`config.mk`:
```
export PLATFORM = sky130hd
export DESIGN_NAME = rv_decode_top
export DESIGN_NICKNAME = d
export VERILOG_FILES = /design/src/rtl/rv_decode_pkg.sv /design/src/rtl/rv_decode_top.sv /design/src/rtl/rv_operand_fields.sv /design/src/rtl/rv_ctrl_gen.sv /design/src/rtl/rv_imm_gen.sv /design/src/rtl/rv_inst_classify.sv
export SDC_FILE = /design/constraint.sdc
export NUM_CORES = 1
export LEC_CHECK = 0
export BUFFER_PORTS_ARGS = -buffer_cell sky130_fd_sc_hd__buf_2
export CAP_MARGIN = 20
export CORE_AREA = 2 2 119 121
export DETAILED_ROUTE_END_ITERATION = 16
export DIE_AREA = 0 0 121 123
export PLACE_DENSITY = 0.63
export SKIP_LAST_GASP = 1
export SYNTH_ARGS = -nofsm -noshare
export SYNTH_HDL_FRONTEND = slang
export SYNTH_SLANG_ARGS = --single-unit
```
`constraint.sdc`:
```
create_clock -name i_clk -period 2.7 [get_ports i_clk]
set_input_delay 0.135 -clock i_clk [delete_from_list [all_inputs] [get_ports i_clk]]
set_output_delay 0.135 -clock i_clk [all_outputs]
set_load 0.005 [all_outputs]
```
`src/rtl/rv_decode_pkg.sv`:
```
package rv_decode_pkg;

    typedef logic [31:0] xlen_t;
    typedef logic [31:0] inst_t;
    typedef logic [4:0]  reg_idx_t;
    typedef logic [2:0]  funct3_t;
    typedef logic [4:0]  opcode_t;   // inst[6:2]

    // major opcodes
    localparam opcode_t OPC_LOAD     = 5'b00000;
    localparam opcode_t OPC_MISC_MEM = 5'b00011;   // fence, fence.i
    localparam opcode_t OPC_OP_IMM   = 5'b00100;
    localparam opcode_t OPC_AUIPC    = 5'b00101;
    localparam opcode_t OPC_STORE    = 5'b01000;
    localparam opcode_t OPC_OP       = 5'b01100;
    localparam opcode_t OPC_LUI      = 5'b01101;
    localparam opcode_t OPC_BRANCH   = 5'b11000;
    localparam opcode_t OPC_JALR     = 5'b11001;
    localparam opcode_t OPC_JAL      = 5'b11011;

    localparam logic [1:0] INST_LEN_32 = 2'b11;     // low bits of a non-compressed word
    localparam logic [6:0] FUNCT7_BASE = 7'b0000000;
    localparam logic [6:0] FUNCT7_ALT  = 7'b0100000;

    typedef struct packed {
        logic load;
        logic store;
        logic op_imm;
        logic op_reg;
        logic branch;
        logic lui;
        logic auipc;
        logic jal;
        logic jalr;
        logic misc_mem;
        logic is_nop;      // all-zero word
        logic f7_base;
        logic f7_alt;
    } inst_class_t;

    typedef struct packed {
        xlen_t imm_i;
        xlen_t imm_s;
        xlen_t imm_b;
        xlen_t imm_u;
        xlen_t imm_j;
    } imm_bus_t;

    // one-hot source selects
    typedef struct packed {
        logic pc;
        logic r;
    } op1_src_t;

    typedef struct packed {
        logic i;
        logic j;
        logic s;
        logic u;
        logic r;
    } op2_src_t;

    typedef struct packed {
        logic memory;
        logic pc_p4;
        logic alu;
    } res_src_t;

    typedef struct packed {
        logic res_cmp;
        logic res_bits;
        logic res_arith;
        logic cmp_eq;
        logic cmp_lts;
        logic cmp_ltu;
        logic cmp_inversed;
        logic bits_and;
        logic bits_or;
        logic bits_xor;
        logic arith_shl;
        logic arith_shr;
        logic arith_sub;
        logic arith_add;
        logic shift_arithmetical;
    } alu_ctrl_t;

    typedef struct packed {
        logic      reg_write;
        op1_src_t  op1_src;
        op2_src_t  op2_src;
        res_src_t  res_src;
        alu_ctrl_t alu_ctrl;
        logic      inst_jal;
        logic      inst_jalr;
        logic      inst_branch;
        logic      inst_store;
    } decode_ctrl_t;

endpackage
```
`src/rtl/rv_decode_top.sv`:
```
module rv_decode_top (
    input  logic                         i_clk,
    input  logic                         i_arst_n,
    input  rv_decode_pkg::inst_t         i_inst,
    input  rv_decode_pkg::xlen_t         i_pc,
    output rv_decode_pkg::xlen_t         o_pc,
    output rv_decode_pkg::reg_idx_t      o_rd,
    output rv_decode_pkg::reg_idx_t      o_rs1,
    output rv_decode_pkg::reg_idx_t      o_rs2,
    output rv_decode_pkg::funct3_t       o_funct3,
    output rv_decode_pkg::imm_bus_t      o_imm,
    output rv_decode_pkg::decode_ctrl_t  o_ctrl,
    output logic                         o_supported
);
    import rv_decode_pkg::*;

    inst_class_t inst_class;

    rv_inst_classify u_classify (
        .i_inst      (i_inst),
        .o_class     (inst_class),
        .o_supported (o_supported)
    );

    rv_imm_gen u_imm (
        .i_inst (i_inst),
        .o_imm  (o_imm)
    );

    rv_ctrl_gen u_ctrl (
        .i_class  (inst_class),
        .i_funct3 (o_funct3),   // funct3 comes from the field slicer
        .o_ctrl   (o_ctrl)
    );

    rv_operand_fields u_fields (
        .i_clk    (i_clk),
        .i_arst_n (i_arst_n),
        .i_inst   (i_inst),
        .i_pc     (i_pc),
        .i_class  (inst_class),
        .o_rd     (o_rd),
        .o_rs1    (o_rs1),
        .o_rs2    (o_rs2),
        .o_funct3 (o_funct3),
        .o_pc     (o_pc)
    );

endmodule

```
`src/rtl/rv_operand_fields.sv`:
```
module rv_operand_fields (
    input  logic                       i_clk,
    input  logic                       i_arst_n,
    input  rv_decode_pkg::inst_t       i_inst,
    input  rv_decode_pkg::xlen_t       i_pc,
    input  rv_decode_pkg::inst_class_t i_class,
    output rv_decode_pkg::reg_idx_t    o_rd,
    output rv_decode_pkg::reg_idx_t    o_rs1,
    output rv_decode_pkg::reg_idx_t    o_rs2,
    output rv_decode_pkg::funct3_t     o_funct3,
    output rv_decode_pkg::xlen_t       o_pc
);

    assign o_rd  = i_inst[11:7];
    assign o_rs2 = i_inst[24:20];

    // lui adds its immediate to x0
    assign o_rs1 = i_class.lui ? '0 : i_inst[19:15];

    assign o_funct3 = i_inst[14:12];

    // pc lines up with the next stage
    always_ff @(posedge i_clk or negedge i_arst_n) begin
        if (!i_arst_n) begin
            o_pc <= '0;
        end else begin
            o_pc <= i_pc;
        end
    end

endmodule

```
`src/rtl/rv_ctrl_gen.sv`:
```
module rv_ctrl_gen (
    input  rv_decode_pkg::inst_class_t  i_class,
    input  rv_decode_pkg::funct3_t      i_funct3,
    output rv_decode_pkg::decode_ctrl_t o_ctrl
);

    logic [7:0] f3;
    logic       reg_b;     // op with base funct7
    logic       reg_a;     // op with alt funct7
    logic       imm;
    logic       br;

    assign f3    = 8'b1 << i_funct3;
    assign reg_b = i_class.op_reg & i_class.f7_base;
    assign reg_a = i_class.op_reg & i_class.f7_alt;
    assign imm   = i_class.op_imm;
    assign br    = i_class.branch;

    logic op_add, op_sub, op_sll, op_slt, op_sltu, op_xor, op_srl, op_sra, op_or, op_and;
    logic op_addi, op_slli, op_slti, op_sltiu, op_xori, op_srli, op_srai, op_ori, op_andi;

    assign op_add   = reg_b & f3[0];
    assign op_sub   = reg_a & f3[0];
    assign op_sll   = reg_b & f3[1];
    assign op_slt   = reg_b & f3[2];
    assign op_sltu  = reg_b & f3[3];
    assign op_xor   = reg_b & f3[4];
    assign op_srl   = reg_b & f3[5];
    assign op_sra   = reg_a & f3[5];
    assign op_or    = reg_b & f3[6];
    assign op_and   = reg_b & f3[7];

    assign op_addi  = imm & f3[0];
    assign op_slli  = imm & f3[1];
    assign op_slti  = imm & f3[2];
    assign op_sltiu = imm & f3[3];
    assign op_xori  = imm & f3[4];
    assign op_srli  = imm & f3[5] & i_class.f7_base;
    assign op_srai  = imm & f3[5] & i_class.f7_alt;
    assign op_ori   = imm & f3[6];
    assign op_andi  = imm & f3[7];

    assign o_ctrl.reg_write = i_class.load | imm | i_class.auipc | i_class.op_reg |
                              i_class.lui | i_class.jalr | i_class.jal;

    assign o_ctrl.op1_src.pc = i_class.auipc | i_class.jal;
    assign o_ctrl.op1_src.r  = ~(i_class.auipc | i_class.jal);

    assign o_ctrl.op2_src.j = i_class.jal;
    assign o_ctrl.op2_src.u = i_class.lui | i_class.auipc;
    assign o_ctrl.op2_src.i = i_class.jalr | i_class.load | imm;
    assign o_ctrl.op2_src.s = i_class.store;
    assign o_ctrl.op2_src.r = ~(i_class.jal | i_class.lui | i_class.auipc | i_class.jalr |
                                i_class.load | imm | i_class.store);

    assign o_ctrl.res_src.memory = i_class.load;
    assign o_ctrl.res_src.pc_p4  = i_class.jal | i_class.jalr;
    assign o_ctrl.res_src.alu    = ~(i_class.load | i_class.jal | i_class.jalr);

    // branches use funct3[0] to invert the compare
    assign o_ctrl.alu_ctrl.cmp_eq       = br & (f3[0] | f3[1]);
    assign o_ctrl.alu_ctrl.cmp_lts      = op_slt | op_slti | (br & (f3[4] | f3[5]));
    assign o_ctrl.alu_ctrl.cmp_ltu      = op_sltu | op_sltiu | (br & (f3[6] | f3[7]));
    assign o_ctrl.alu_ctrl.cmp_inversed = br & i_funct3[0];
    assign o_ctrl.alu_ctrl.res_cmp      = br | op_slt | op_slti | op_sltu | op_sltiu;

    assign o_ctrl.alu_ctrl.bits_and = op_and | op_andi;
    assign o_ctrl.alu_ctrl.bits_or  = op_or | op_ori;
    assign o_ctrl.alu_ctrl.bits_xor = op_xor | op_xori;
    assign o_ctrl.alu_ctrl.res_bits = op_and | op_andi | op_or | op_ori | op_xor | op_xori;

    assign o_ctrl.alu_ctrl.arith_shl          = op_sll | op_slli;
    assign o_ctrl.alu_ctrl.arith_shr          = op_srl | op_srli | op_sra | op_srai;
    assign o_ctrl.alu_ctrl.shift_arithmetical = op_sra | op_srai;
    assign o_ctrl.alu_ctrl.arith_sub          = op_sub;
    assign o_ctrl.alu_ctrl.arith_add          = op_add | op_addi;
    // addi stays out of the group so the alu falls back to add
    assign o_ctrl.alu_ctrl.res_arith = op_sll | op_slli | op_srl | op_srli |
                                       op_sra | op_srai | op_sub | op_add;

    assign o_ctrl.inst_jal    = i_class.jal;
    assign o_ctrl.inst_jalr   = i_class.jalr;
    assign o_ctrl.inst_branch = br;
    assign o_ctrl.inst_store  = i_class.store;

endmodule

```
`src/rtl/rv_imm_gen.sv`:
```
module rv_imm_gen (
    input  rv_decode_pkg::inst_t    i_inst,
    output rv_decode_pkg::imm_bus_t o_imm
);

    logic sign;

    assign sign = i_inst[31];

    assign o_imm.imm_i = {{21{sign}}, i_inst[30:20]};
    assign o_imm.imm_s = {{21{sign}}, i_inst[30:25], i_inst[11:7]};

    // halfword aligned branch offset
    assign o_imm.imm_b = {
        {20{sign}},
        i_inst[7],
        i_inst[30:25],
        i_inst[11:8],
        1'b0
    };

    assign o_imm.imm_u = {i_inst[31:12], 12'b0};

    assign o_imm.imm_j = {
        {12{sign}},
        i_inst[19:12],
        i_inst[20],
        i_inst[30:21],
        1'b0            // jal target is halfword aligned
    };

endmodule

```
`src/rtl/rv_inst_classify.sv`:
```
module rv_inst_classify (
    input  rv_decode_pkg::inst_t       i_inst,
    output rv_decode_pkg::inst_class_t o_class,
    output logic                       o_supported
);
    import rv_decode_pkg::*;

    opcode_t    opcode;
    funct3_t    funct3;
    logic       full;
    logic [7:0] f3;     // funct3 as one-hot

    logic sup_load;
    logic sup_op_imm;
    logic sup_store;
    logic sup_op;
    logic sup_branch;
    logic sup_jalr;
    logic sup_misc;

    assign opcode = i_inst[6:2];
    assign funct3 = i_inst[14:12];
    assign full   = (i_inst[1:0] == INST_LEN_32);
    assign f3     = 8'b1 << funct3;

    // opcode groups
    assign o_class.load     = full & (opcode == OPC_LOAD);
    assign o_class.store    = full & (opcode == OPC_STORE);
    assign o_class.op_imm   = full & (opcode == OPC_OP_IMM);
    assign o_class.op_reg   = full & (opcode == OPC_OP);
    assign o_class.branch   = full & (opcode == OPC_BRANCH);
    assign o_class.lui      = full & (opcode == OPC_LUI);
    assign o_class.auipc    = full & (opcode == OPC_AUIPC);
    assign o_class.jal      = full & (opcode == OPC_JAL);
    assign o_class.jalr     = full & (opcode == OPC_JALR);
    assign o_class.misc_mem = full & (opcode == OPC_MISC_MEM);

    assign o_class.is_nop  = ~|i_inst;
    assign o_class.f7_base = (i_inst[31:25] == FUNCT7_BASE);
    assign o_class.f7_alt  = (i_inst[31:25] == FUNCT7_ALT);

    // lb lh lw lbu lhu
    assign sup_load   = o_class.load & (|f3[2:0] | f3[4] | f3[5]);
    // shift right needs a known funct7
    assign sup_op_imm = o_class.op_imm & (~f3[5] | o_class.f7_base | o_class.f7_alt);
    assign sup_store  = o_class.store & (|f3[2:0]);
    assign sup_op     = o_class.op_reg &
                        (o_class.f7_base | (o_class.f7_alt & (f3[0] | f3[5])));
    assign sup_branch = o_class.branch & ~(f3[2] | f3[3]);
    assign sup_jalr   = o_class.jalr & f3[0];
    assign sup_misc   = o_class.misc_mem & (f3[0] | f3[1]);   // fence, fence.i

    // system opcode falls through as unsupported
    assign o_supported = o_class.is_nop |
                         sup_load       |
                         sup_op_imm     |
                         o_class.auipc  |
                         o_class.lui    |
                         sup_store      |
                         sup_op         |
                         sup_branch     |
                         sup_jalr       |
                         o_class.jal    |
                         sup_misc;

endmodule

```
==> impl_metrics.toml <==
[synthesis]
synth-compound-area-share_pct = 5.08
synth-simple-area-share_pct = 14.1
yosys_register_bits = 32
syn_avg_cell_area_um2 = 8.65
synthMuxAreaShare_pct = 0
synth_cell_type_count = 39
yosysSeqAreaShare_pct = 29.3
synth_top_family_by_area = "buffers and inverters"
netlist_instances = 316
ys_warn_count = 0
synth_adder_area_share_pct = 0
netlist_area_mm2 = 0.00273
synth-xor-area-share_pct = 0.321

[die]
die_x_um = 121
start_util_pct = 20.1
fp-row-count = 43
ioPinCount = 307
coreArea_mm2 = 0.0136
dieArea_mm2 = 0.0149
die_y_um = 123

[routing]
dr.pass1.iters = 4
drc_errors = 0
routedWlPerCell_um = 13.1
vias = 2418
routed_wl_um = 8620
drt-initial-drc-count = 87
route.detailed.vias_per_inst = 3.66
ant_nets = 0

[cts]
cts_buffers = 5
cts_root_buffer = "clkbuf_16"
cts_tree = "yes"
clock_sinks = 32
cts-htree-levels = 2
clk_pin_slew_ns = 0.05
cts_max_path_buffers = 2

[critical_path]
slowest_delay_ns = 0.41
crit_path_top_delay_cell = "nor4_1"
worstPathRequired_ns = 2.57
crit_path_start = "i_inst[25]"
path_class = "in2out"
cp-end-kind = "output port"
crit_top_cell = "buf_2"
crit_arrival_ns = 1.83
path_cells = "buf_2, nor4_1, nand3b_1, a21oi_1, nand2b_1, o32ai_1, buf_2"
cp-start-kind = "input pin"
critPathMaxFanout = 6

[min_path]
min-delay-path-class = "in2async"

[sta]
setup_viol = 0
fmax_ghz = 0.509
slew_violations = 0
fin_crit_ns = 1.96
post-route-period-util_pct = 72.7
hold_viol = 0
finalSetupTns_ns = 0
relSlewSlack_pct = 55.5
worst_pin_slew_ns = 0.667
grt_setup_unrepaired = "no"

[finish]
largest_registers = "u_fields.o_pc (32)"
layout_commonest_cell = "buf_2"
fillerInstances = 1414
n_antenna_cell = 0
drive_above_1_share_pct = 64.4
area_growth_pct = 32.6
ff_latch_area_um2 = 801
multi_input_area_um2 = 584
regMostFlops = "u_fields.o_pc"
largest_register_ffs = 32
fin_cells = 660
final_nets = 545
layout_common_cells = "buf_2, dlygate4sd3_1, dfrtp_1"

[power]
irDropWorstVdd_uv = 668
p_per_area_mw_per_mm2 = 426
power_leakage_uw = 0.00206

[placed_design]
globalplace.congestion = 0.718
port_buffers = 292
dp.cells = 619
hpwl_um = 7050

[grt]
grt_overflow = 0
grt_pass1_vias = 1881
grt_max_degree = 76
grt_pass1_wl_um = 11300
track_usage_pct = 10.4
antenna_found_initial = 0

[flow_run]
drv_cap = 0

[outcome]
status = "finished clean"
## cell type report
type,count,share of cell area (%)
Inverter,8,0.829
Clock buffer,7,4.21
Tap cell,180,6.22
Multi-Input combinational cell,106,16.1
Sequential cell,32,22.1
Clock inverter,1,0.829
Timing Repair Buffer,326,49.7
## critical path, delay by kind of cell
kind	cells	cell delay, ns
AO/OA/AOI/OAI	2	0.59
buffers and inverters	2	0.29
AND/OR/NAND/NOR	3	0.82
## synthesized netlist by cell type
master	instances	area [µm²]
or2_2	1	6.26
a22o_2	1	10.0
nor2_1	18	67.6
a32o_1	1	10.0
buf_4	176	1320
clkbuf_8	1	13.8
and2_2	1	7.51
conb_1	1	3.75
clkbuf_2	1	5.00
nand2_1	8	30.0
nand3_1	6	30.0
buf_6	1	11.3
o311ai_2	1	16.3
a22oi_1	1	7.51
inv_1	8	30.0
nor4_1	7	43.8
and2_1	7	43.8
nor3_1	7	35.0
nor2b_1	2	12.5
xor2_1	1	8.76
and3_1	2	12.5
a21oi_1	7	35.0
o211ai_1	1	7.51
dfrtp_1	32	801
or3_4	1	11.3
a22o_1	1	8.76
o31a_2	1	10.0
and4b_1	1	10.0
or3_1	2	12.5
nand4_1	2	12.5
or2_1	1	6.26
clkbuf_1	3	11.3
o32ai_1	1	8.76
o21ai_0	5	25.0
nand2b_1	1	6.26
and4b_2	1	11.3
buf_1	1	3.75
nand3b_1	2	15.0
nor3_2	1	10.0
## power by group
part | switching, µW | leakage [µW] | total (µW) | internal (µW)
clock network | 192 | 0.0000901 | 677 | 485
registers | 6.15 | 0.000373 | 511 | 505
logic | 177 | 0.00159 | 356 | 179
## cells by family after synthesis
kind of cell / after synthesis
AOI/OAI and AO/OA: 20
xor gates and xnor gates: 1
buffers and inverters: 191
DFF: 32
other: 1
and+or+nand+nor: 71
## routing by layer
| metal | up-vias | part of all wire (%) | track usage (%) |
|---|---|---|---|
| met5 | - | 0 | 0 |
| met4 | 0 | 1.0 | 4.14 |
| met3 | 5 | 13 | 2.95 |
| met2 | 204 | 48 | 16.7 |
| met1 | 1061 | 39 | 13.1 |
| li1 | 1148 | - | - |
## worst max-delay path by stage
stage                     slack [ns]  depth (start not counted)     endpoint
after detailed placement        0.70                          7   o_ctrl[13]
after floorplan                 1.29                          6  o_supported
after global routing            0.49                          7   o_ctrl[13]
after global placement          0.76                          7   o_ctrl[13]
final                           0.74                          7   o_ctrl[13]
after CTS                       0.70                          7   o_ctrl[13]
## stage by stage
stage | hold WS [ns] | power [µW] | util, % | cell area [µm²] | worst slack, ns
4_1_cts | 0.434 | 1550 | 26.6 | 3620 | 0.697
3_5_place_dp | 0.196 | 839 | 22.8 | 3110 | 0.701
5_1_grt | 0.492 | 1620 | 26.6 | 3620 | 0.491
6_report | 0.429 | 1540 | 26.6 | 3620 | 0.736
2_1_floorplan | -0.161 | 778 | - | 2780 | 1.29
3_3_place_gp | 0.197 | 839 | 22.8 | 3110 | 0.755
## timing repair
action                                 CTS  global route
hold buffers                            33             0
buffers inserted                         0             0
gates resized for setup                  0             0
endpoints found under the hold margin   64             0
Note: power is estimated with default switching activity, not from simulation.
